[config.mk]
export PLATFORM = sky130hd
export DESIGN_NAME = mem_wb_regs
export DESIGN_NICKNAME = d
export VERILOG_FILES = /design/src/rtl/lsu_pkg.sv /design/src/rtl/mem_wb_regs.sv
export SDC_FILE = /design/constraint.sdc
export NUM_CORES = 1
export LEC_CHECK = 0
export BUFFER_PORTS_ARGS = -buffer_cell sky130_fd_sc_hd__buf_4
export CORE_UTILIZATION = 40
export DETAILED_ROUTE_END_ITERATION = 12
export MAX_ROUTING_LAYER = met4
export PLACE_DENSITY = 0.88
export SLEW_MARGIN = 5
export SYNTH_ARGS = -nofsm -noshare
export SYNTH_HDL_FRONTEND = slang
export SYNTH_SLANG_ARGS = --single-unit
[constraint.sdc]
create_clock -name clk -period 0.8 [get_ports clk]
set_clock_uncertainty 0.1 [all_clocks]
set_input_delay 0.04 -clock clk [delete_from_list [all_inputs] [get_ports clk]]
set_output_delay 0.04 -clock clk [all_outputs]
set_load 0.005 [all_outputs]
[src/rtl/lsu_pkg.sv]
package lsu_pkg;

	localparam int XLEN        = 64;
	localparam int STRB_W      = XLEN / 8;  // one strobe per byte lane
	localparam int REG_ADDR_W  = 5;
	localparam int ADDR_W_DFLT = 16;        // byte address into dmem

	// memory opcodes seen by the MEM stage
	typedef enum logic [3:0] {
		OP_ALU = 4'd0,
		OP_LB  = 4'd1,
		OP_LH  = 4'd2,
		OP_LW  = 4'd3,
		OP_LD  = 4'd4,
		OP_LBU = 4'd5,
		OP_LHU = 4'd6,
		OP_LWU = 4'd7,
		OP_SB  = 4'd8,
		OP_SH  = 4'd9,
		OP_SW  = 4'd10,
		OP_SD  = 4'd11
	} mem_op_e;

	typedef enum logic [1:0] {
		SZ_B = 2'd0,
		SZ_H = 2'd1,
		SZ_W = 2'd2,
		SZ_D = 2'd3
	} mem_size_e;

	typedef enum logic [1:0] {
		ST_IDLE   = 2'd0,
		ST_SETUP  = 2'd1,
		ST_ACCESS = 2'd2
	} apb_state_e;

	typedef struct packed {
		mem_op_e               op;
		logic [REG_ADDR_W-1:0] rd;
		logic [XLEN-1:0]       alu_res;  // alu value or effective address
		logic [XLEN-1:0]       wdata;
	} mem_req_t;

	typedef struct packed {
		logic              is_load;
		logic              is_store;
		mem_size_e         size;
		logic              sign_ext;
		logic [STRB_W-1:0] strb;
		logic              misaligned;
	} mem_ctrl_t;

	typedef struct packed {
		logic                  wen;
		logic [REG_ADDR_W-1:0] rd;
		logic [XLEN-1:0]       data;     // alu value or raw memory word
		logic                  is_load;
		logic [2:0]            byte_off;
		mem_size_e             size;
		logic                  sign_ext;
		logic                  err;
	} mem_rsp_t;

endpackage
[src/rtl/mem_wb_regs.sv]
module mem_wb_regs (
	input  logic              clk,
	input  logic              rst_n,
	input  logic              rsp_valid_i,
	input  lsu_pkg::mem_rsp_t rsp_i,
	output logic              wb_valid_o,
	output lsu_pkg::mem_rsp_t wb_rsp_o
);
	import lsu_pkg::*;

	mem_rsp_t rsp_q;

	// valid is a one-cycle pulse per captured response
	always_ff @(posedge clk or negedge rst_n) begin
		if (!rst_n) begin
			wb_valid_o <= 1'b0;
		end else begin
			wb_valid_o <= rsp_valid_i;
		end
	end

	// contents hold while execute is stalled on the bus
	always_ff @(posedge clk) begin
		if (rsp_valid_i) begin
			rsp_q     <= rsp_i;
			rsp_q.wen <= rsp_i.wen && !rsp_i.err;  // faulting ops never write rd
		end
	end

	assign wb_rsp_o = rsp_q;

endmodule

# [After elaboration in Yosys (flattened, before gate mapping)]
# Cells that the tools add are included.
# W data, S select, Z words.
[word_totals] latchBits=0 word_cells=11 rom_bits=0 ram_bits=0 in_bits=81 ff_bits=79 n_memories=0
[op_classes] div_mod_pow=0 reduce_logical=2 n_bitwise=0 n_mux=0 n_lt_le_gt_ge=0 n_eq_ne=0 shifts=0 n_mul=0 addsub=0
[ops] cell="$logic_and A1 B1 Y1" count=1
[ops] cell="$logic_not A1 Y1" count=1

# [Longest topological paths before layout]
[logic_depth] word_depth=2 ltp_mapped=1 mapped_depth_nobuf=1

# [Least setup slack after synthesis]
# Ideal clock, no wire load.
[synth_path] kind="flip-flop to output port" startpoint="register rsp_q, in the netlist wb_rsp_o[0]" endpoint="output port wb_rsp_o[0] (netlist bit)" path_stages_with_launch=1 path_slack_ps=305 path_buffers=0 required_ps=660 arrival_ps=355 path_cell_list="edfxtp_1"
[synth_rtl] element="start: declaration" line="mem_wb_regs.sv:11" text="mem_rsp_t rsp_q;"
[synth_rtl] element="start signal: assignment" line="mem_wb_regs.sv:25" text="rsp_q <= rsp_i;"
[synth_rtl] element="end: declaration" line="mem_wb_regs.sv:7" text="output lsu_pkg::mem_rsp_t wb_rsp_o"
# No word-level cell between the ends.

# [Worst setup path in the final report]
[layout_path] startpoint="register rsp_q, in the netlist wb_rsp_o[15]" endpoint="output port wb_rsp_o[15] (netlist bit)"
# No word-level cell between the ends.

==> results.sh <==
export IMPL_cp_max_fo=1
export IMPL_dpl_worst_slack_ns=-0.0216
export IMPL_ir_drop_uv=1750
export IMPL_cts_hold_buffers=80
export IMPL_path_delay_family="flip-flops"
export IMPL_clk_path_buf_depth=2
export IMPL_fin_nets=414
export IMPL_maxCapViolations=0
export IMPL_slew_violations=0
export IMPL_core_um2=5610
export IMPL_drc=0
export IMPL_synth_commonest_cells="edfxtp_1 (78), dfrtp_1 (1), nor2b_4 (1)"
export IMPL_instances_no_fill=411
export IMPL_fin_crit_sh_pct=133
export IMPL_synth_edf_count=78
export IMPL_port_buffers=159
export IMPL_grt_max_degree=38
export IMPL_final_layout_size_suffix_gt1_share_pct=52.7
export IMPL_power_density_nw_per_um2=2090
export IMPL_hp_class="primary input to flip-flop"
export IMPL_cp_cell_sequence="buf_4"
export IMPL_gp_congestion=0.708
export IMPL_num_fill_cells=226
export IMPL_yosys_top_cells_area="edfxtp_1 (98%), dfrtp_1 (1.1%), nor2b_4 (0.58%)"
export IMPL_postRouteAntennaNets=0
export IMPL_synthArstFlopShare_pct=1.27
export IMPL_timing_final_crit_period_ns=1.06
export IMPL_crit_type="flip-flop to output port"
export IMPL_netlist_area_um2=2380
export IMPL_synth_main_ff_cell="edfxtp_1"
export IMPL_ys_warn_count=0
export IMPL_ys_seq_area_share_pct=99.4
export IMPL_die_w_um=79.2
export IMPL_synth_area_leader_cell="edfxtp_1"
export IMPL_cts_buffers=9
export IMPL_status="finished, violations left"
export IMPL_h_tree_depth=3
export IMPL_area_growth_pct=105
export IMPL_drt_iter0_drc=95
export IMPL_multi_input_area_um2=13.8
export IMPL_routed_wirelength_um=7180
export IMPL_rsz0062_at_grt="yes"
export IMPL_start_kind="flip-flop"
export IMPL_end_kind="output port"
export IMPL_fin_hold_ws_ns=-0.0793
export IMPL_syn_inst=80
export IMPL_failed_checks="hold timing, setup timing"
export IMPL_grt_pass1_wl_um=10100
export IMPL_leakagePower_nw=2.06
export IMPL_max_freq_mhz=942
export IMPL_ioPinCount=160
export IMPL_clk_pin_slew_worst_paths_ns=0.08
export IMPL_slowest_delay_ns=0.43
export IMPL_rows=27
export IMPL_clock_sinks=79
export IMPL_grt_pass1_vias=1942
export IMPL_cts_tree="yes"
export IMPL_syn_nets=161
export IMPL_fin_ws_ns=-0.261
export IMPL_required_ns=0.66
export IMPL_worst_pin_slew_ns=0.207
export IMPL_grt_usage_pct=23.6
export IMPL_hold_viol=1
export IMPL_viasPerCell=4.43
export IMPL_max_slew_margin_pct=86.2
export IMPL_grt_ovfl_total=0
export IMPL_start_util_pct=42.5
export IMPL_yosysTopAreaCellShare_pct=98.4
export IMPL_synth_most_common_cell="edfxtp_1"
export IMPL_dieArea_um2=6260
export IMPL_avgSynthCellArea_um2=29.8
export IMPL_vias=1819
export IMPL_synth_distinct_cells=3
export IMPL_setup_viol=80
export IMPL_cp_slowest_cell="edfxtp_1"
export IMPL_cp_arrival_ns=0.92
export IMPL_cts_root_buf="clkbuf_8"
export IMPL_drt_pass1_iterations=4
export IMPL_antenna_found_initial=1
export IMPL_post_cts_setup_buffer_count=0
export IMPL_synth_seq_cells=79
export IMPL_detail_route_wl_per_cell_um=17.5
export IMPL_setup_tns_ns=-15.44
export IMPL_placedCellCount=314
export IMPL_die_y_um=79.2
export IMPL_seq_area_um2=2370
export IMPL_path_buf_inv=1
-- registers in the layout, indices dropped and copies added (netlist names) --
name and flops:
wb_rsp_o 78, wb_valid_o 1
-- kinds of logic after synthesis --
| group | share of synthesized area (%) |
|---|---|
| and+or+nand+nor | 0.578 |
| DFF | 99.4 |
-- metal layers --
| metal | share of wire (%) | routed length (µm) | vias to the layer above | track usage, % |
|---|---|---|---|---|
| met3 | 5.8 | 417 | 12 | 5.06 |
| met1 | 36 | 2580 | 872 | 24.1 |
| met2 | 56 | 4040 | 107 | 44.2 |
| li1 | - | - | 828 | - |
| met5 | 0 | 0 | - | - |
| met4 | 2.0 | 144 | 0 | 8.55 |
-- where the power goes --
part | switching [mW] | total (mW) | leakage [nW] | internal (mW)
clock | 1.42 | 3.81 | 0.126 | 2.39
sequential | 0.127 | 5.04 | 0.775 | 4.91
combinational | 0.400 | 1.34 | 1.16 | 0.935
total | 1.95 | 10.2 | 2.06 | 8.23
-- placed cells by master, fill, tap and decap left out --
cell           netlist  layout
edfxtp_1            78      78
bufinv_16            0       4
diode_2              0       1
buf_4                0     135
buf_12               0       2
dfrtp_1              1       1
dlygate4sd3_1        0      80
clkbuf_1             0       1
clkinvlp_4           0       1
buf_6                0      25
nor2b_4              1       1
clkinv_2             0       1
clkbuf_8             0       9
-- worst paths after layout --
path                               from            to  slack, ns  depth (start not counted)
setup / recovery           wb_rsp_o[15]  wb_rsp_o[15]      -0.26                          1
hold / removal                rsp_i[77]  wb_rsp_o[77]      -0.08                          2
max in group asynchronous         rst_n    wb_valid_o       0.06                          3
min in group asynchronous         rst_n    wb_valid_o       0.44                          3
-- cell type report --
class                   instances  area share [%]
well taps                      72            1.85
repair buffers                242            43.9
diodes                          1          0.0514
flip-flops and latches         79            48.6
clock buffers                  10            2.62
multi-input cells               1           0.283
clock inverters                 6            2.72
-- metrics by stage --
stage	util (%)	area (µm²)	power, mW	hold slack [ns]
2_1_floorplan	-	2380	5.13	-0.356
3_3_place_gp	66.2	3710	5.99	-0.282
3_5_place_dp	66.2	3710	6.03	-0.281
4_1_cts	85.3	4780	10.1	-0.105
5_1_grt	86.8	4870	10.5	-0.0973
6_report	86.8	4870	10.2	-0.0793
-- what timing repair did --
action                                  in CTS  in global routing
gates resized for setup                      3                 22
hold endpoints to repair                    80                  1
endpoints found under the setup margin      79                 79
Power figures use the tool's default switching activity.
