==> config.mk <==
export PLATFORM = sky130hd
export DESIGN_NAME = wb_align
export DESIGN_NICKNAME = d
export VERILOG_FILES = /design/src/rtl/lsu_pkg.sv /design/src/rtl/wb_align.sv
export SDC_FILE = /design/constraint.sdc
export NUM_CORES = 1
export LEC_CHECK = 0
export BUFFER_PORTS_ARGS = -buffer_cell sky130_fd_sc_hd__buf_4
export CAP_MARGIN = 40
export CORE_ASPECT_RATIO = 1.1
export CORE_UTILIZATION = 50
export DETAILED_ROUTE_END_ITERATION = 6
export PLACE_DENSITY = 0.92
export SETUP_SLACK_MARGIN = 0.02
export SYNTH_ARGS = -nofsm -noshare
export SYNTH_HDL_FRONTEND = slang
export SYNTH_SLANG_ARGS = --single-unit
==> constraint.sdc <==
create_clock -name vclk -period 5.1
set_input_delay 1.02 -clock vclk [all_inputs]
set_output_delay 1.02 -clock vclk [all_outputs]
set_load 0.02 [all_outputs]
==> src/rtl/lsu_pkg.sv <==
package lsu_pkg;

	localparam int XLEN        = 64;
	localparam int STRB_W      = XLEN / 8;  // one strobe per byte lane
	localparam int REG_ADDR_W  = 5;
	localparam int ADDR_W_DFLT = 16;        // byte address into dmem

	// memory opcodes seen by the MEM stage
	typedef enum logic [3:0] {
		OP_ALU = 4'd0,
		OP_LB  = 4'd1,
		OP_LH  = 4'd2,
		OP_LW  = 4'd3,
		OP_LD  = 4'd4,
		OP_LBU = 4'd5,
		OP_LHU = 4'd6,
		OP_LWU = 4'd7,
		OP_SB  = 4'd8,
		OP_SH  = 4'd9,
		OP_SW  = 4'd10,
		OP_SD  = 4'd11
	} mem_op_e;

	typedef enum logic [1:0] {
		SZ_B = 2'd0,
		SZ_H = 2'd1,
		SZ_W = 2'd2,
		SZ_D = 2'd3
	} mem_size_e;

	typedef enum logic [1:0] {
		ST_IDLE   = 2'd0,
		ST_SETUP  = 2'd1,
		ST_ACCESS = 2'd2
	} apb_state_e;

	typedef struct packed {
		mem_op_e               op;
		logic [REG_ADDR_W-1:0] rd;
		logic [XLEN-1:0]       alu_res;  // alu value or effective address
		logic [XLEN-1:0]       wdata;
	} mem_req_t;

	typedef struct packed {
		logic              is_load;
		logic              is_store;
		mem_size_e         size;
		logic              sign_ext;
		logic [STRB_W-1:0] strb;
		logic              misaligned;
	} mem_ctrl_t;

	typedef struct packed {
		logic                  wen;
		logic [REG_ADDR_W-1:0] rd;
		logic [XLEN-1:0]       data;     // alu value or raw memory word
		logic                  is_load;
		logic [2:0]            byte_off;
		mem_size_e             size;
		logic                  sign_ext;
		logic                  err;
	} mem_rsp_t;

endpackage
==> src/rtl/wb_align.sv <==
module wb_align (
	input  logic                           valid_i,
	input  lsu_pkg::mem_rsp_t              rsp_i,
	output logic                           wb_valid_o,
	output logic [lsu_pkg::REG_ADDR_W-1:0] wb_rd_o,
	output logic [lsu_pkg::XLEN-1:0]       wb_data_o,
	output logic                           wb_err_o
);
	import lsu_pkg::*;

	logic [XLEN-1:0] shifted;  // addressed byte moved to bit 0
	logic [XLEN-1:0] loaded;

	always_comb begin
		shifted = rsp_i.data >> {rsp_i.byte_off, 3'b000};
		unique case (rsp_i.size)
			SZ_B: begin
				loaded = {{(XLEN-8){rsp_i.sign_ext && shifted[7]}}, shifted[7:0]};
			end
			SZ_H: begin
				loaded = {{(XLEN-16){rsp_i.sign_ext && shifted[15]}}, shifted[15:0]};
			end
			SZ_W: begin
				loaded = {{(XLEN-32){rsp_i.sign_ext && shifted[31]}}, shifted[31:0]};
			end
			default: begin
				loaded = shifted;  // full doubleword, offset is zero
			end
		endcase
	end

	assign wb_valid_o = valid_i;
	assign wb_data_o  = rsp_i.is_load ? loaded : rsp_i.data;
	assign wb_rd_o    = rsp_i.wen ? rsp_i.rd : '0;  // stores and faults show x0
	assign wb_err_o   = valid_i && rsp_i.err;

endmodule

Word level (Yosys, flattened, before mapping):

Cells that the tools add are included.

* word-level logic and storage cells: 11
* bits of input ports: 79
* flip-flop bits (word level): 0

* eq/ne operators: 2
* shifts and indexed selects: 1
* reduce and logical (&&, ||, !) cells: 5
* muxes and demuxes: 3

Operators by type and width (number)
* $pmux W64 S3: 1
* $mux W64: 1
* $shr A64 B6 Y64: 1
* $mux W5: 1
* $logic_and A1 B1 Y1: 4
* $eq A2 B1 Y1 const B: 1
* $eq A2 B2 Y1 const B: 1
* $logic_not A2 Y1: 1

Depth between registers and ports, before layout:

* word-level depth: 4
* depth in mapped cells: 9

Worst setup path after synthesis:

OpenSTA, ideal clock, no wires.

* path type: input port to output port
* start point: input port rsp_i[5] (netlist name)
* end point: output port wb_data_o[38] (netlist name)
* path buffers: 4
* setup slack: 1353 ps
* stages: 9
* arrival time: 2727 ps
* data required time: 4080 ps
* cells stage by stage: buf_2 nor2b_1 clkbuf_1 a22oi_2 o211ai_1 and3_1 buf_6 buf_6 a31oi_1

* word-level cells in the longest chain between the ends: 4
* elaborated cells on any way between the ends: 6
* classes of those cells: shift (1); mux (2); reduce/logical (3)

RTL lines
* from (decl): RTL line wb_align.sv:3 `input lsu_pkg::mem_rsp_t rsp_i,`
* $shr A64 B6 Y64 (*): RTL line wb_align.sv:15 `shifted = rsp_i.data >> {rsp_i.byte_off, 3'b000};`
* $logic_and A1 B1 Y1, on equally long branches: RTL line wb_align.sv:24, wb_align.sv:18, wb_align.sv:21
* $pmux W64 S3 (*): RTL line wb_align.sv:16 `unique case (rsp_i.size)`
* $mux W64 (*): RTL line wb_align.sv:33 `assign wb_data_o = rsp_i.is_load ? loaded : rsp_i.data;`
* to (decl): RTL line wb_align.sv:6 `output logic [lsu_pkg::XLEN-1:0] wb_data_o,`

Every way passes the cells marked *; elsewhere a longest branch is shown, timed or not.

Worst setup path in the final report:

* start point: input port rsp_i[4] (netlist name)
* end point: output port wb_data_o[45] (netlist name)

Same word-level chain as after synthesis.

==> flow_summary.ini <==
[finish]
num-clock-buffers = 0
post-route-cell-area_um2 = 3650
antenna_cells = 0
seq_cell_count = 0
areaGrowthSynthToFinish_pct = 39.9
nNetsFinal = 589
sequential_cell_area_um2 = 0
share_of_final_layout_standard_cells_stronger_than_drive_strength_1_pct = 35.2

[power_and_ir_drop]
static-leakage-power_nw = 1.79
power.ir.vdd_worst_v = 0.0000680
pwr_density_cell_nw_per_um2 = 126

[sta]
period_share_pct = 82.9
slew_headroom_pct = 53.2
min_period_ns = 4.23
drv_slew = 0
worst-slew-pin-transition_ns = 0.703
rsz0062_at_grt = no
totalNegativeSetupSlack_ns = 0
max_freq_mhz = 237
report.final.setup_viol = 0
finalHoldViolations = 0

[critical_path]
cp-end-kind = primary output
critPathMostFrequentCell = sky130_fd_sc_hd__buf_4
cp_top_delay_family = multiplexers
worst_setup_path_start_kind = primary input
worst_path_required_time_ns = 4.08
buffer_and_inverter_count_on_the_worst_path = 3
critical-path-slowest-cell = sky130_fd_sc_hd__mux4_2
criticalPathCategory = in2out
worstSetupPathDepth = 8
chain_of_cells_forming_the_critical_path = buf_4, mux2_1, mux4_2, nand3_2, and3_1, buf_4, a31oi_1, buf_4
crit_fanout = 11
worst_path_largest_cell_delay_ns = 0.50
timing.critical_path.arrival_ns = 3.21
crit_path_start = rsp_i[4]

[cts]
cts_resized = 0
ctsHoldBuffers = 0
postCtsSetupBuffers = 0

[floorplan]
floorplan.rows = 27
core_area_um2 = 5000
design.portCount = 150
die_height_um = 77.8
die-area_um2 = 5520
initial_core_util_pct = 52.2
dieWidth_um = 70.9

[placement]
count_of_buffers_from_port_buffering = 150
cell_area_after_placement_um2 = 3650
place_congestion = 0.916
dpl.hpwl_mm = 7.47

[synthesis]
proportion_of_synthesized_area_in_mux_cells_pct = 33.3
postSynthCellCount = 394
synth_fa_ha_area_share_pct = 0
synth_area_in_simple_gates_pct = 24.0
synth_top_cell_by_area = sky130_fd_sc_hd__mux2i_1
synth.top_cells.by_count = sky130_fd_sc_hd__mux2i_1, sky130_fd_sc_hd__nand2_1, sky130_fd_sc_hd__nor2_1, sky130_fd_sc_hd__a31oi_1, sky130_fd_sc_hd__clkbuf_1
synth_area_um2 = 2610
synth_top_cell_area_share_pct = 21.5
dominant_combinational_cell_family_by_area_after_synthesis = multiplexers
synth.avg_cell_area_um2 = 6.63
complex_gate_fraction_of_the_synthesized_area_pct = 32.5
post_synth_num_cell_types = 39
sequential_cell_area_fraction_in_the_yosys_report_pct = 0
synth_warnings = 0
postSynthNetCount = 473
netlist_top_cells_area = sky130_fd_sc_hd__mux2i_1, sky130_fd_sc_hd__nand2_1, sky130_fd_sc_hd__nor2_1
synth-xor-area-share_pct = 0

[global_routing]
first_global_vias = 3445
gr-usage-all-layers_pct = 35.1
grt_max_degree = 74
grt_first_pass_wirelength_mm = 16.1
antenna_found_initial = 0
overflow = 0

[outcome]
outcome = finished, violations left
failing_checks = design-rule violations

[min_path]
worstHoldStart = valid_i
timing.hold.worst.class = in2out
holdPathStages = 2

[route]
detailroute.via_count = 3755
antenna_left = 0
drt-pass1-iter-count = 7
viasPerCell = 6.63
drt-wirelength-per-cell_um = 18.2
drt-initial-drc-count = 505
number_of_design_rule_violations_left_after_detail_routing = 18
route.final.wire_length_mm = 10.3

[run]
max_cap_violations = 0
[logic make-up after synthesis]
kind of cell | after synthesis
mux | 74
compound gates | 120
simple gates | 143
buf+inv | 57
[through the flow]
stage	power, mW	worst slack, ns	cells	hold slack, ns	util, %
CTS	0.452	0.926	566	2.25	73.0
global placement	0.441	0.931	566	2.25	73.0
global route	0.487	0.771	566	2.25	73.0
finish	0.460	0.872	566	2.25	73.0
detailed placement	0.451	0.892	566	2.25	73.0
floorplan	0.273	1.35	394	2.15	-
[metal layers]
| layer | GRT usage, % | vias up | share of wire, % |
|---|---|---|---|
| met5 | 0 | - | 0 |
| met4 | 13.4 | 0 | 3.3 |
| met3 | 3.77 | 45 | 10 |
| met2 | 62.4 | 302 | 49 |
| met1 | 42.9 | 1705 | 37 |
| li1 | - | 1703 | - |
[power by group]
| part | leakage, nW | switching (mW) | total (mW) | internal, mW |
|---|---|---|---|---|
| sequential | 0 | 0 | 0 | 0 |
| combinational | 1.79 | 0.257 | 0.460 | 0.203 |
| clock | 0 | 0 | 0 | 0 |
| total | 1.79 | 0.257 | 0.460 | 0.203 |
[cells in the final DEF, fill, tap and decap left out, types with 9 or more instances in the layout]
master | netlist | routed
sky130_fd_sc_hd__nor2_1 | 55 | 55
sky130_fd_sc_hd__o21ai_0 | 22 | 22
sky130_fd_sc_hd__o221ai_1 | 12 | 12
sky130_fd_sc_hd__o22a_1 | 14 | 14
sky130_fd_sc_hd__a31oi_1 | 29 | 29
sky130_fd_sc_hd__inv_1 | 12 | 12
sky130_fd_sc_hd__and2_1 | 10 | 10
sky130_fd_sc_hd__nand2_1 | 56 | 56
sky130_fd_sc_hd__o211ai_1 | 12 | 12
sky130_fd_sc_hd__mux4_2 | 9 | 9
sky130_fd_sc_hd__mux2i_1 | 56 | 56
sky130_fd_sc_hd__buf_4 | 3 | 158
[layout make-up]
class,count,area (µm²)
repair buffers,158,1190
well taps,58,72.6
fillers,424,1350
inverters,13,48.8
multi-input cells,337,2340
[path summary, 6_finish.rpt]
check and to:
max wb_data_o[45], min wb_valid_o
(Power assumes the default switching activity.)
