<file path="config.mk">
export PLATFORM = sky130hd
export DESIGN_NAME = apb_mem_master
export DESIGN_NICKNAME = d
export VERILOG_FILES = /design/src/rtl/lsu_pkg.sv /design/src/rtl/apb_mem_master.sv /design/src/rtl/mem_op_decode.sv
export SDC_FILE = /design/constraint.sdc
export NUM_CORES = 1
export LEC_CHECK = 0
export BUFFER_PORTS_ARGS = -buffer_cell sky130_fd_sc_hd__buf_2
export CAP_MARGIN = 30
export CORE_AREA = 2 2 146 148
export CTS_BUF_LIST = sky130_fd_sc_hd__clkbuf_8
export CTS_CLUSTER_SIZE = 20
export DETAILED_ROUTE_END_ITERATION = 16
export DIE_AREA = 0 0 148 150
export GPL_TIMING_DRIVEN = 0
export PLACE_DENSITY = 0.67
export SYNTH_ARGS = -nofsm -noshare
export SYNTH_HDL_FRONTEND = slang
export SYNTH_SLANG_ARGS = --single-unit
</file>
<file path="constraint.sdc">
create_clock -name clk -period 4.8 [get_ports clk]
set_clock_uncertainty 0.2 [all_clocks]
set_input_delay 0.24 -clock clk [delete_from_list [all_inputs] [get_ports clk]]
set_output_delay 0.24 -clock clk [all_outputs]
set_load 0.01 [all_outputs]
</file>
<file path="src/rtl/lsu_pkg.sv">
package lsu_pkg;

	localparam int XLEN        = 64;
	localparam int STRB_W      = XLEN / 8;  // one strobe per byte lane
	localparam int REG_ADDR_W  = 5;
	localparam int ADDR_W_DFLT = 16;        // byte address into dmem

	// memory opcodes seen by the MEM stage
	typedef enum logic [3:0] {
		OP_ALU = 4'd0,
		OP_LB  = 4'd1,
		OP_LH  = 4'd2,
		OP_LW  = 4'd3,
		OP_LD  = 4'd4,
		OP_LBU = 4'd5,
		OP_LHU = 4'd6,
		OP_LWU = 4'd7,
		OP_SB  = 4'd8,
		OP_SH  = 4'd9,
		OP_SW  = 4'd10,
		OP_SD  = 4'd11
	} mem_op_e;

	typedef enum logic [1:0] {
		SZ_B = 2'd0,
		SZ_H = 2'd1,
		SZ_W = 2'd2,
		SZ_D = 2'd3
	} mem_size_e;

	typedef enum logic [1:0] {
		ST_IDLE   = 2'd0,
		ST_SETUP  = 2'd1,
		ST_ACCESS = 2'd2
	} apb_state_e;

	typedef struct packed {
		mem_op_e               op;
		logic [REG_ADDR_W-1:0] rd;
		logic [XLEN-1:0]       alu_res;  // alu value or effective address
		logic [XLEN-1:0]       wdata;
	} mem_req_t;

	typedef struct packed {
		logic              is_load;
		logic              is_store;
		mem_size_e         size;
		logic              sign_ext;
		logic [STRB_W-1:0] strb;
		logic              misaligned;
	} mem_ctrl_t;

	typedef struct packed {
		logic                  wen;
		logic [REG_ADDR_W-1:0] rd;
		logic [XLEN-1:0]       data;     // alu value or raw memory word
		logic                  is_load;
		logic [2:0]            byte_off;
		mem_size_e             size;
		logic                  sign_ext;
		logic                  err;
	} mem_rsp_t;

endpackage
</file>
<file path="src/rtl/apb_mem_master.sv">
module apb_mem_master #(
	parameter int ADDR_W = 16
) (
	input  logic                       clk,
	input  logic                       rst_n,
	input  logic                       req_valid_i,
	output logic                       req_ready_o,
	input  lsu_pkg::mem_req_t          req_i,
	output logic                       psel_o,
	output logic                       penable_o,
	output logic                       pwrite_o,
	output logic [ADDR_W-1:0]          paddr_o,
	output logic [lsu_pkg::XLEN-1:0]   pwdata_o,
	output logic [lsu_pkg::STRB_W-1:0] pstrb_o,
	input  logic [lsu_pkg::XLEN-1:0]   prdata_i,
	input  logic                       pready_i,
	input  logic                       pslverr_i,
	output logic                       rsp_valid_o,
	output lsu_pkg::mem_rsp_t          rsp_o
);
	import lsu_pkg::*;

	apb_state_e state_q;
	logic       init_done_q;   // keeps ready low in the first cycle after reset
	logic       quick_done_q;  // alu or misaligned op finishing
	mem_req_t   req_q;
	mem_ctrl_t  ctrl_d;
	mem_ctrl_t  ctrl_q;
	logic       accept;
	logic       needs_bus;
	logic       access_done;

	mem_op_decode u_decode (
		.op_i       (req_i.op),
		.addr_low_i (req_i.alu_res[2:0]),
		.ctrl_o     (ctrl_d)
	);

	assign req_ready_o = init_done_q && (state_q == ST_IDLE);
	assign accept      = req_valid_i && req_ready_o;
	assign needs_bus   = (ctrl_d.is_load || ctrl_d.is_store) && !ctrl_d.misaligned;
	assign access_done = (state_q == ST_ACCESS) && pready_i;

	always_ff @(posedge clk or negedge rst_n) begin
		if (!rst_n) begin
			state_q      <= ST_IDLE;
			init_done_q  <= 1'b0;
			quick_done_q <= 1'b0;
		end else begin
			init_done_q  <= 1'b1;
			quick_done_q <= accept && !needs_bus;
			unique case (state_q)
				ST_IDLE: begin
					if (accept && needs_bus) begin
						state_q <= ST_SETUP;
					end
				end
				ST_SETUP: state_q <= ST_ACCESS;  // setup is always one cycle
				ST_ACCESS: begin
					if (pready_i) begin
						state_q <= ST_IDLE;
					end
				end
				default: state_q <= ST_IDLE;
			endcase
		end
	end

	always_ff @(posedge clk) begin
		if (accept) begin
			req_q  <= req_i;
			ctrl_q <= ctrl_d;
		end
	end

	// bus fields come from the latched request, so they stay put until completion
	assign psel_o    = (state_q != ST_IDLE);
	assign penable_o = (state_q == ST_ACCESS);
	assign pwrite_o  = ctrl_q.is_store;
	assign paddr_o   = {req_q.alu_res[ADDR_W-1:3], 3'b000};
	assign pwdata_o  = req_q.wdata << {req_q.alu_res[2:0], 3'b000};  // into byte lanes
	assign pstrb_o   = ctrl_q.strb;

	assign rsp_valid_o = quick_done_q || access_done;

	always_comb begin
		rsp_o.wen      = !ctrl_q.is_store;
		rsp_o.rd       = req_q.rd;
		rsp_o.data     = ctrl_q.is_load ? prdata_i : req_q.alu_res;
		rsp_o.is_load  = ctrl_q.is_load;
		rsp_o.byte_off = req_q.alu_res[2:0];
		rsp_o.size     = ctrl_q.size;
		rsp_o.sign_ext = ctrl_q.sign_ext;
		rsp_o.err      = ctrl_q.misaligned || (access_done && pslverr_i);
	end

	apb_stable_a: assert property (@(posedge clk) disable iff (!rst_n)
		psel_o && !access_done |=> $stable(paddr_o) && $stable(pwrite_o) && $stable(pwdata_o));

	// a bus op drops ready until its response
	ready_busy_a: assert property (@(posedge clk) disable iff (!rst_n)
		accept |=> !req_ready_o || rsp_valid_o);

endmodule

</file>
<file path="src/rtl/mem_op_decode.sv">
module mem_op_decode (
	input  lsu_pkg::mem_op_e   op_i,
	input  logic [2:0]         addr_low_i,
	output lsu_pkg::mem_ctrl_t ctrl_o
);
	import lsu_pkg::*;

	logic [STRB_W-1:0] size_mask;   // strobe pattern before shifting
	logic [2:0]        align_mask;  // low address bits that must be zero
	logic              mem_op;

	always_comb begin
		ctrl_o          = '0;
		ctrl_o.is_load  = op_i inside {OP_LB, OP_LH, OP_LW, OP_LD, OP_LBU, OP_LHU, OP_LWU};
		ctrl_o.is_store = op_i inside {OP_SB, OP_SH, OP_SW, OP_SD};
		ctrl_o.sign_ext = op_i inside {OP_LB, OP_LH, OP_LW, OP_LD};
		mem_op          = ctrl_o.is_load || ctrl_o.is_store;

		case (op_i)
			OP_LB, OP_LBU, OP_SB: ctrl_o.size = SZ_B;
			OP_LH, OP_LHU, OP_SH: ctrl_o.size = SZ_H;
			OP_LW, OP_LWU, OP_SW: ctrl_o.size = SZ_W;
			default:              ctrl_o.size = SZ_D;  // LD, SD and alu ops
		endcase

		unique case (ctrl_o.size)
			SZ_B: begin
				size_mask  = 8'h01;
				align_mask = 3'b000;
			end
			SZ_H: begin
				size_mask  = 8'h03;
				align_mask = 3'b001;
			end
			SZ_W: begin
				size_mask  = 8'h0f;
				align_mask = 3'b011;
			end
			default: begin
				size_mask  = 8'hff;
				align_mask = 3'b111;
			end
		endcase

		// alu ops never touch the bus
		if (mem_op) begin
			ctrl_o.strb       = size_mask << addr_low_i;
			ctrl_o.misaligned = |(addr_low_i & align_mask);
		end
	end

endmodule

</file>
# == Word-level counts from Yosys, hierarchy flattened ==
# Memory sizes are Yosys's and may differ from the RTL's.
# Cells that the tools add are included.
# word_totals
mem_count,1
ff_bits,151
wordCells,61
romBits,32
in_bits,206
output_inout_bits,171
# mem_list
memory,words,word_bits,read_ports,rd_ports_with_merged_regs,wr,line,text
(no name shown),16,2,1,0,0,mem_op_decode.sv:19,case (op_i)
# op_classes
reduce_logical,21
n_shift,2
eq_ne,17
muxes,7
bitwise_logic,1
# op_table
cell,n
$mux W64,1
$shl A64 B6 Y64,1
$pmux W8 S3,1
$eq A4 B3 Y1 const B,4
$eq A4 B4 Y1 const B,4
$pmux W3 S3,1
$eq A4 B2 Y1 const B,2
$reduce_bool A4 Y1,2
$shl A8 B3 Y8,1
$logic_and A1 B1 Y1,7
$reduce_bool A7 Y1,1
$pmux W2 S3,1
$eq A2 B1 Y1 const B,2
$eq A2 B2 Y1 const B,2
$eq A4 B1 Y1 const B,1
$logic_not A2 Y1,2
$mux W2,2
$ne A2 B1 Y1 const B,2
$and A3 B3 Y3,1
$logic_not A1 Y1,3
$logic_or A1 B1 Y1,3
$reduce_or A3 Y1,1
$reduce_and A2 Y1,1
$reduce_bool A2 Y1,1
$mux W1,1

# == Logic depth before layout (Yosys ltp) ==
# Gate-level depths: netlist of run 1.
# An unclocked memory read counts as a cell.
# logic_depth
word_depth,11
depth_mapped,7
mapped_depth_nobuf,6

# == Cells and area by module ==
# From an unflattened synthesis of run 1, not the netlist that was laid out.
# unflattened
cells_unflattened,564
hier_area_um2,7648.6
# modules_own_cells
mod,cells_each,area_each_um2,seq_area_each_um2,instances
apb_mem_master,511,7264.5,4514.3,1
mem_op_decode,53,384.1,0.0,1

# == Worst setup path before layout of run 1 ==
# No wires, ideal clock.
# synth_timing
kind,reg2reg
start,register state_q[1]
end,register ctrl_q[0] (netlist bit) (enable)
path_buffers,0
setup_time_ns,0.500
t_required_ns,4.100
arrival_time_ns,3.775
period_less_slack_ns,4.475
path_slack_ns,0.325
path_stages_with_launch,4
cell_sequence,dfrtp_1 > nor3b_1 > nand2_1 > inv_1
# synth_between
elab_chain_len,3
# synth_lines
item,line,text
from (decl),apb_mem_master.sv:23,apb_state_e state_q;
from (signal assigned),apb_mem_master.sv:46,state_q <= ST_IDLE;
from (signal assigned),apb_mem_master.sv:55,state_q <= ST_SETUP;
from (signal assigned),apb_mem_master.sv:58,ST_SETUP: state_q <= ST_ACCESS;
$logic_not A2 Y1,apb_mem_master.sv:39,assign req_ready_o = init_done_q && (state_q == ST_IDLE);
$logic_and A1 B1 Y1,apb_mem_master.sv:39,
net req_ready_o,apb_mem_master.sv:7,"output logic req_ready_o,"
$logic_and A1 B1 Y1,apb_mem_master.sv:40,assign accept = req_valid_i && req_ready_o;
net accept,apb_mem_master.sv:29,logic accept;
to (signal assigned),apb_mem_master.sv:72,ctrl_q <= ctrl_d;
to (decl),apb_mem_master.sv:28,mem_ctrl_t ctrl_q;
# The timed path passes the listed nets, and every way through them passes these cells.
# A chain may end at the register's enable or synchronous reset.

# == Worst setup path after layout of run 1 ==
# layout_timing
start,"register req_q, in the netlist rsp_o[5]"
end,output pwdata_o[42] (netlist bit)
# layout_between
elab_chain_len,1
# layout_lines
item,line,text
from (decl),apb_mem_master.sv:26,mem_req_t req_q;
from (signal assigned),apb_mem_master.sv:71,req_q <= req_i;
$shl A64 B6 Y64,apb_mem_master.sv:81,"assign pwdata_o = req_q.wdata << {req_q.alu_res[2:0], 3'b000};"
to (decl),apb_mem_master.sv:13,"output logic [lsu_pkg::XLEN-1:0] pwdata_o,"
# Every way passes these cells.

==> run_results.csv, run 1 <==
group,metric,value,unit
run_status,outcome,"finished, final reports clean",
die,die_h,150,um
detailed_routing,ant_nets,0,
run,maxCapViolCount,0,
logic_synthesis,ys_ff_latch,151,
critical_path,path_class,"flip-flop to output pin",
placed_design,place_area,9937,sq um
logic_synthesis,yosys.area.top_type,"edfxtp_1",
power,switchingPower,0.0009688,W
detailed_routing,wl,27790,um
logic_synthesis,synth-edff-count,147,
critical_path,worstPathArrival,2760,ps
global_routing,grt_pass1_vias,7115,
logic_synthesis,synthCells,590,
sta,timing.final.ws_setup,1602,ps
worst_hold_path,holdPathStages,3,
power,p_comb_share,20.9,%
worst_hold_path,min_to,"rsp_o[7]",
logic_synthesis,yosysUniqueCellTypes,47,
power,p_total,0.003230,W
power,p_per_area,275.3,nW/um^2
critical_path,cp-end-kind,"output pin",
cells_and_area,final_cell_mix,"386 x buf_2, 147 x edfxtp_1, 138 x dlygate4sd3_1",
global_routing,grt_overflow,0,
sta,rsz0062_at_grt,"false",
global_routing,antenna_found_initial,1,
cts,cts_root_buf,"clkbuf_8",
die,start_util,37.17,%
global_routing,grt_pass1_wl,39900,um
placed_design,pre_cts_slack,2121,ps
placed_design,finalWeightedCongestion,0.8694,
cells_and_area,final_common_cell,"buf_2",
placed_design,io_buffers,372,
power,p_int,0.002261,W
cells_and_area,instances_no_fill,1411,
power,vdd.ir_drop.worst,0.1810,mV
global_routing,grt_start_max_net_pins,81,
detailed_routing,drt_iter0_drc,373,
cells_and_area,nNetsFinal,1332,
placed_design,dp.cells,1240,
sta,fin_crit,3198,ps
logic_synthesis,ys_seq_area_share,58.70,%
die,coreArea,20690,sq um
cts,clkTransAtPathRegs,110,ps
logic_synthesis,syn_avg_cell_area,13.04,sq um
detailed_routing,drtPass1Iterations,7,
cts,cts_buffer_depth,2,
cts,clock-sinks,151,
power,switching_share,30.00,%
die,num_rows,53,
cts,cts-buffers-inserted,17,
critical_path,r2r_slack,2300,ps
cts,cts_resized,0,
sta,max_freq,312.7,MHz
cts,clk_latency,470,ps
sta,final_max_slew_viol_count,0,
logic_synthesis,syn-cell-area,7691,sq um
detailed_routing,wl_per_cell,19.70,um
sta,max_slew_margin,39.92,%
global_routing,grt.total_usage,24.02,%
critical_path,worstSetupStartpointType,"flip-flop",
die,die_area,22200,sq um
cts,htree_levels,4,
cts,cts_setup_buffers,0,
die,dieWidth,148,um
logic_synthesis,synthFlopType,"edfxtp_1",
detailed_routing,vias_per_cell,4.960,
cts,cts_tree,"built",
logic_synthesis,yosysWarnings,0,
sta,hold_violations,0,
die,ios,377,
sta,worst_pin_slew,901.2,ps
sta,setup_viol,0,
critical_path,r2r_cells,4,
cells_and_area,area_growth_syn_to_layout,52.53,%
worst_hold_path,hp-class,"primary input to flip-flop",
detailed_routing,drcViolationCount,0,
logic_synthesis,yosys-top-cells-area,"edfxtp_1 57%, mux2_2 13%, mux2i_1 6.0%",
cells_and_area,drive_gt1_share,49.52,%
critical_path,cp.required,4360,ps
logic_synthesis,synth-async-reset-ratio,2.649,%
worst_hold_path,min-delay-start,"req_i[135]",
sta,finalCritPeriodShare,66.63,%
placed_design,hpwl,19240,um
cells_and_area,fillerInstances,1756,
power,p_clk_share,30.9,%
logic_synthesis,synth_top_area_share,57.39,%
detailed_routing,vias,6999,
critical_path,r2r_start,"state_q[1]",
cells_and_area,design_area,11730,sq um
power,p_leak,5.133,nW
power,seqPwrFrac,48.2,%
critical_path,r2r_end,"req_q[50]",
critical_path,crit_fanout,10,
stage by stage:
| stage | setup TNS (ps) | utilization, % | hold WS (ps) |
|---|---|---|---|
| floorplan | 0 | - | -255.6 |
| CTS | 0 | 56.69 | 39.84 |
| detailed placement | 0 | 48.03 | -146.5 |
| global route | 0 | 56.70 | 82.63 |
| global placement | -122150 | 47.87 | -148.8 |
| finish | 0 | 56.70 | 73.03 |
layout make-up:
type / count / area, sq um / area share [%]
tap: 275 / 344.1 / 2.933
multi-input combinational: 358 / 2713 / 23.12
sequential: 151 / 4514 / 38.48
inverter: 10 / 42.54 / 0.3626
buffer: 73 / 434.2 / 3.701
timing repair buffer: 511 / 3271 / 27.88
clock inverter: 15 / 176.4 / 1.504
clock buffer: 17 / 234.0 / 1.994
antenna: 1 / 2.502 / 0.02133
power groups by stage:
stage | Sequential [W] | Clock [W] | Combinational (W)
floorplan | 0.00158 | 0 | 0.000314
global placement | 0.00160 | 0 | 0.000563
detailed placement | 0.00159 | 0 | 0.000572
CTS | 0.00156 | 0.00103 | 0.000665
global route | 0.00156 | 0.00107 | 0.000720
finish | 0.00156 | 0.000998 | 0.000673
metal layers:
metal	wire length, um	up-vias	track usage [%]
met1	10620	3349	28.63
met3	2215	56	6.402
met4	748	0	7.667
met2	14210	389	42.34
met5	0	-	0
li1	-	3205	-
registers in the layout, indices dropped and copies added, names as in the netlist:
| name | count |
|---|---|
| ctrl_q | 1 |
| pwrite_o | 1 |
| rsp_o | 12 |
| state_q | 2 |
| req_q | 112 |
| quick_done_q | 1 |
| init_done_q | 1 |
| paddr_o | 13 |
| pstrb_o | 8 |
repair_timing:
action / 4_1_cts / 5_1_grt
setup endpoints to repair: 0 / 0
hold buffers: 138 / 0
endpoints found under the hold margin: 141 / 0
worst max path at each step:
stage / startpoint / end / slack [ps] / depth (start not counted)
after floorplan: state_q[1] / ctrl_q[0] / 330 / 3
after global placement: state_q[1] / req_q[34] / -840 / 3
after detailed placement: rsp_o[6] / pwdata_o[0] / 2120 / 6
after CTS: rsp_o[6] / pwdata_o[0] / 1600 / 6
after global routing: rsp_o[6] / pwdata_o[7] / 1450 / 6
final: rsp_o[5] / pwdata_o[42] / 1600 / 5
cells in the mapped netlist (2+ instances only):
cell       number
clkbuf_1       17
inv_1           9
a2111oi_4       2
and2b_4         2
o32ai_1        10
o21ai_1         8
o21bai_1        2
ha_1            4
nor3b_2         2
mux2_2         88
nand2_1        14
buf_2          14
conb_1          2
edfxtp_1      147
and2_1          9
nor2b_1         4
o21ai_0        12
o21ai_2         2
nand3_1         8
nor2_2          2
nor3_1          3
nor2_1         78
mux2i_1        46
a211oi_1        4
buf_1           4
buf_4          38
a21oi_1        34
dfrtp_1         4
a22oi_1         2
o2bb2ai_1       2
critical path: stages, from the launching register on:
cell,delay (ps)
edfxtp_1,500
clkinv_1,250
clkbuf_1,570
nand2_1,490
o32ai_1,290
buf_2,200
cells by family after synthesis:
family / share of synthesized area [%]
DFF: 58.70
muxes: 18.87
and+or+nand+nor: 7.695
other: 0.09764
adders and majority gates: 0.6507
AOI/OAI and AO/OA: 7.858
buffers and inverters: 6.133
Power figures use the tool's default switching activity.
==> run 2, diff against run 1 <==
- ABC_AREA: unset -> 1
- clock period: 4.8 -> 3.3 ns (I/O delays scaled with it)
==> run_results.csv, run 2 <==
group,metric,value,unit
run_status,outcome,"finished, final reports clean",
logic_synthesis,yosys.area.top_type,"edfxtp_1",
power,vdd.ir_drop.worst,0.3566,mV
critical_path,worstSetupStartpointType,"flip-flop",
logic_synthesis,synth-edff-count,147,
sta,finalCritPeriodShare,76.13,%
logic_synthesis,synthFlopType,"edfxtp_1",
worst_hold_path,min-delay-start,"req_i[134]",
cells_and_area,instances_no_fill,1519,
detailed_routing,wl_per_cell,18.18,um
detailed_routing,drt_iter0_drc,413,
power,p_per_area,478.9,nW/um^2
logic_synthesis,synth_top_area_share,57.16,%
critical_path,worstPathArrival,2150,ps
detailed_routing,wl,27620,um
power,p_comb_share,29.1,%
detailed_routing,top_layer,"met5",
detailed_routing,vias,7379,
cells_and_area,antennaDiodeCount,0,
global_routing,grt_pass1_wl,40080,um
placed_design,finalWeightedCongestion,0.9023,
worst_hold_path,holdPathStages,5,
cells_and_area,nNetsFinal,1441,
cts,cts_root_buf,"clkbuf_8",
cells_and_area,ff_latch_area,4514,sq um
cells_and_area,fillerInstances,1807,
global_routing,grt_overflow,0,
logic_synthesis,yosys-top-cells-count,"150 x nand2_1, 147 x edfxtp_1, 69 x nand3_1, 61 x mux2_2, 47 x o21ai_1",
sta,fin_setup_tns,0,ps
power,switchingPower,0.001805,W
critical_path,cp.required,2930,ps
cts,cts_buffer_depth,2,
detailed_routing,ant_nets,0,
placed_design,hpwl,19920,um
logic_synthesis,yosysWarnings,0,
sta,rsz0062_at_grt,"false",
sta,setup_viol,0,
critical_path,path_class,"flip-flop to output pin",
detailed_routing,vias_per_cell,4.858,
critical_path,r2r_start,"state_q[0]",
cells_and_area,final_common_cell,"buf_2",
power,switching_share,31.73,%
sta,final_max_slew_viol_count,0,
global_routing,grt_start_max_net_pins,45,
detailed_routing,drtPass1Iterations,5,
logic_synthesis,yosysUniqueCellTypes,34,
detailed_routing,drcViolationCount,0,
detailed_routing,wl_met1,10760,um
placed_design,io_buffers,373,
cts,clock-sinks,151,
logic_synthesis,syn-cell-area,7722,sq um
logic_synthesis,ys_ff_latch,151,
power,p_int,0.003883,W
placed_design,place_area,10020,sq um
cts,htree_levels,4,
power,p_clk_share,27.6,%
logic_synthesis,synth-async-reset-ratio,2.649,%
cts,clk_latency,450,ps
power,p_leak,5.375,nW
global_routing,antenna_found_initial,2,
cells_and_area,area_growth_syn_to_layout,53.79,%
die,die_h,150,um
critical_path,crit_fanout,10,
worst_hold_path,hp-class,"primary input to flip-flop",
die,dieWidth,148,um
logic_synthesis,yosys-top-cells-area,"edfxtp_1 57%, mux2_2 8.9%, nand2_1 7.3%",
placed_design,dp.cells,1345,
detailed_routing,wl_met2,14190,um
critical_path,setup.worst_path.start,"rsp_o[6]",
sta,worst_pin_slew,552.4,ps
sta,timing.final.ws_setup,787.6,ps
critical_path,cp-end-kind,"output pin",
die,ios,377,
cells_and_area,final_cell_mix,"394 x buf_2, 149 x nand2_1, 147 x edfxtp_1",
critical_path,r2r_cells,5,
cells_and_area,drive_gt1_share,45.42,%
die,die_area,22200,sq um
sta,max_slew_margin,63.18,%
die,num_rows,53,
cts,cts-buffers-inserted,17,
cells_and_area,multi_input_area,2648,sq um
sta,hold_ws,59.76,ps
cts,clkTransAtPathRegs,90,ps
global_routing,grt.total_usage,23.91,%
run,maxCapViolCount,0,
die,start_util,37.32,%
logic_synthesis,synth_most_common_cell,"nand2_1",
cells_and_area,largest_register,"req_q",
global_routing,grt_pass1_vias,7366,
cells_and_area,largest_register_ffs,112,
die,coreArea,20690,sq um
power,seqPwrFrac,43.2,%
detailed_routing,wl_met3,2168,um
sta,fin_crit,2512,ps
logic_synthesis,ys_seq_area_share,58.46,%
cts,cts_tree,"built",
logic_synthesis,syn_avg_cell_area,11.16,sq um
logic_synthesis,synthCells,692,
placed_design,pre_cts_slack,1184,ps
sta,hold_violations,0,
sta,max_freq,398.0,MHz
cells_and_area,design_area,11880,sq um
[run 2: changes by cell type in the layout (fill, tap and decap cells not counted), moves of 7 or more]
| cell | delta |
|---|---|
| o21a_1 | +7 |
| a21oi_1 | -30 |
| nand3_1 | +61 |
| nand2_1 | +135 |
| clkbuf_1 | -9 |
| mux2_2 | -27 |
| o32ai_1 | -10 |
| and2_1 | -9 |
| o21ai_1 | +39 |
| buf_2 | +8 |
| o21ai_0 | -7 |
| nor2_1 | -34 |
| mux2i_1 | -23 |
[run 2: cells by family (layout without fill, tap and decap cells)]
group / Yosys count / in the layout / share of synthesized area [%]
AND/OR/NAND/NOR: 287 / 287 / 16.23
flip-flops: 151 / 151 / 58.46
buffers and inverters: 94 / 644 / 7.518
multiplexers: 84 / 84 / 11.88
AO/OA/AOI/OAI: 70 / 70 / 5.169
adder cells (fa/ha/maj): 4 / 4 / 0.6481
other: 2 / 4 / 0.09725
[run 2: final cells by class]
class                      count  area share (%)
timing repair buffer         518           28.19
tap                          275           2.897
sequential                   151           38.01
buffer                        77           4.309
multi-input combinational    449           22.29
inverter                      17          0.6110
clock buffer                  17           1.970
clock inverter                15           1.717
[run 2: final timing paths]
check,to,slack (ps)
max,pwdata_o[52],790
min,rsp_o[3],60
max reg2reg,req_q[124],1160
min reg2reg,state_q[1],400
max in group asynchronous,state_q[1],2300
min in group asynchronous,state_q[0],430
[run 2: through the flow]
| stage | power, W | utilization, % |
|---|---|---|
| floorplan | 0.003346 | - |
| global placement | 0.003983 | 48.13 |
| detailed placement | 0.003989 | 48.42 |
| CTS | 0.005705 | 57.40 |
| global route | 0.005941 | 57.40 |
| finish | 0.005688 | 57.40 |
[run 2: worst max-delay path, stage by stage (launching register included)]
cell and delay [ps]:
edfxtp_1 420, buf_2 200, inv_1 80, buf_4 160, clkbuf_1 440, o21ai_1 220
buf_2 190
[run 2: what timing repair did]
item | CTS | global route
endpoints found under the hold margin | 147 | 0
resized for setup | 0 | 0
hold buffers | 142 | 0
buffers inserted | 0 | 0
[run 2: power groups by stage]
stage / sequential [W] / clock (W) / combinational (W)
2_1_floorplan: 0.00248 / 0 / 0.000870
3_3_place_gp: 0.00253 / 0 / 0.00145
3_5_place_dp: 0.00250 / 0 / 0.00149
4_1_cts: 0.00246 / 0.00161 / 0.00164
5_1_grt: 0.00248 / 0.00168 / 0.00179
6_report: 0.00246 / 0.00157 / 0.00166
[run 2: layer usage]
| layer | vias up | global-route usage, % |
|---|---|---|
| met5 | - | 0 |
| li1 | 3463 | - |
| met4 | 4 | 6.190 |
| met1 | 3507 | 28.88 |
| met3 | 39 | 6.890 |
| met2 | 366 | 42.01 |
==> run 3, diff against run 2 <==
- ABC_AREA: 1 -> 0
- clock period: 3.3 -> 2.35 ns (I/O delays scaled with it)
==> run_results.csv, run 3 (synthesis gave the netlist of run 1 again) <==
group,metric,value,unit
sta,final_max_slew_viol_count,0,
worst_hold_path,hp-class,"primary input to flip-flop",
critical_path,path_depth,8,
critical_path,path_cells,"buf_8 -> buf_12 -> clkbuf_16 -> nor2_4 -> buf_6 -> nand3_1 -> o21ai_1 -> buf_2",
global_routing,grt_util_met3,6.463,%
cells_and_area,largest_register,"req_q",
die,die_area,22200,sq um
die,coreArea,20690,sq um
cts,cts_tree,"built",
power,switching_share,28.94,%
sta,hold_violations,0,
power,switchingPower,0.002001,W
global_routing,grt_start_max_net_pins,46,
critical_path,path_class,"flip-flop to output pin",
detailed_routing,wl,28820,um
power,p_leak,5.419,nW
cts,clkTransAtPathRegs,100,ps
cells_and_area,final_common_cell,"buf_2",
critical_path,r2r_start,"state_q[0]",
die,num_rows,53,
cts,clock-sinks,151,
cts,cts-buffers-inserted,17,
global_routing,gr-usage-met1,29.07,%
critical_path,crit_end,"pwdata_o[34]",
cells_and_area,drive_gt1_share,56.41,%
global_routing,grt_overflow,0,
run_status,outcome,"finished, final reports clean",
detailed_routing,drtPass1Iterations,5,
sta,max_slew_margin,57.26,%
global_routing,met2_usage,43.31,%
cts,cts_buffer_depth,2,
global_routing,grt.total_usage,24.72,%
die,dieWidth,148,um
cells_and_area,area_growth_syn_to_layout,62.40,%
critical_path,r2r_slack,350,ps
critical_path,critical_path_buf_inv_count,5,
power,p_comb_share,21.8,%
sta,timing.final.ws_setup,17.36,ps
placed_design,io_buffers,372,
critical_path,cp-end-kind,"output pin",
global_routing,grt_most_used_layer,"met2",
sta,rsz0062_at_grt,"true",
sta,max_freq,428.7,MHz
detailed_routing,drt_iter0_drc,319,
critical_path,crit_fanout,8,
detailed_routing,wl_per_cell,20.15,um
cells_and_area,largest_register_ffs,112,
detailed_routing,ant_nets,0,
critical_path,cp.required,2030,ps
sta,setup_viol,0,
power,p_int,0.004912,W
global_routing,grt_pass1_wl,40990,um
cts,htree_levels,4,
placed_design,hpwl,19590,um
power,vdd.ir_drop.worst,0.3287,mV
critical_path,r2r_cells,5,
sta,worst_pin_slew,637.5,ps
cts,clk_latency,470,ps
critical_path,cp_top_family,"buffers and inverters",
critical_path,setup.worst_path.start,"rsp_o[4]",
die,start_util,37.17,%
global_routing,grt_pass1_vias,7235,
critical_path,crit_path_max_incr_delay,420,ps
critical_path,r2r_end,"req_q[42]",
power,seqPwrFrac,46.2,%
run,maxCapViolCount,0,
critical_path,cp_slowest_cell,"edfxtp_1",
die,die_h,150,um
sta,finalCritPeriodShare,99.26,%
sta,fin_crit,2333,ps
cells_and_area,final_cell_mix,"369 x buf_2, 147 x edfxtp_1, 139 x dlygate4sd3_1",
placed_design,pre_cts_slack,-235.0,ps
cts,cts_root_buf,"clkbuf_8",
placed_design,finalWeightedCongestion,0.8402,
cells_and_area,final_util,60.37,%
detailed_routing,vias,7097,
worst_hold_path,min-delay-start,"req_i[134]",
detailed_routing,drcViolationCount,0,
die,ios,377,
power,p_per_area,553.5,nW/um^2
detailed_routing,vias_per_cell,4.963,
worst_hold_path,holdPathStages,4,
cells_and_area,nNetsFinal,1351,
global_routing,antenna_found_initial,1,
critical_path,worstPathArrival,2020,ps
critical_path,worstSetupStartpointType,"flip-flop",
power,p_clk_share,32.0,%
[run 3: cell count changes in the layout (fill, tap and decap cells not counted), sizes merged, moves of 9 or more]
| cell | change |
|---|---|
| nand2 | -142 |
| o21ai | -30 |
| nor2 | +33 |
| o32ai | +10 |
| nand3 | -64 |
| mux2i | +23 |
| a21oi | +29 |
| mux2 | +27 |
| and2 | +9 |
[run 3: worst min path at each step]
| stage | end |
|---|---|
| 2_1_floorplan | init_done_q |
| 3_3_place_gp | state_q[1] |
| 3_5_place_dp | init_done_q |
| 4_1_cts | pwrite_o |
| 5_1_grt | quick_done_q |
| 6_report | quick_done_q |
[run 3: worst register-to-register path, delay by kind of cell, from the launching register on]
family                 cells  cell delay [ps]
DFF                        1              460
buffers and inverters      3              650
and+or+nand+nor            2              360
[run 3: timing repair]
action / in CTS / in global routing
buffers inserted: 7 / 9
gates cloned: 2 / 1
hold endpoints to repair: 145 / 0
setup endpoints to repair: 163 / 93
gates resized for setup: 56 / 93
pin swaps: 2 / 4
hold buffers: 139 / 0
[run 3: power groups by stage]
stage | clock network, W | registers, W | logic [W]
detailed placement | 0 | 0.00324 | 0.00118
floorplan | 0 | 0.00323 | 0.000644
finish | 0.00222 | 0.00319 | 0.00151
CTS | 0.00225 | 0.00318 | 0.00141
global placement | 0 | 0.00326 | 0.00115
global route | 0.00234 | 0.00321 | 0.00160
[run 3: layer usage]
| layer | wire [um] | share of wire (%) |
|---|---|---|
| met5 | 0 | 0 |
| met4 | 919 | 3.2 |
| met3 | 2153 | 7.5 |
| met2 | 14770 | 51 |
| met1 | 10970 | 38 |
[run 3: cell type report]
class	count	area [sq um]
antenna	1	2.502
buffer	70	568.0
clock buffer	17	234.0
clock inverter	15	207.7
fill	1652	8199
inverter	10	42.54
multi-input combinational	358	3010
sequential	151	4514
tap	275	344.1
timing repair buffer	532	3562
timing repair inverter	1	5.005
[run 3: through the flow]
stage / power [W] / TNS [ps] / cell area (sq um) / hold WS, ps / instances
floorplan: 0.003872 / -148030 / 7716 / -378.1 / 592
global placement: 0.004406 / -302600 / 9922 / -274.7 / 1239
detailed placement: 0.004417 / -5871 / 9982 / -272.4 / 1242
CTS: 0.006838 / -456.2 / 12050 / 22.31 / 1420
global route: 0.007150 / -1191 / 12490 / 65.01 / 1430
finish: 0.006913 / 0 / 12490 / 46.49 / 1430
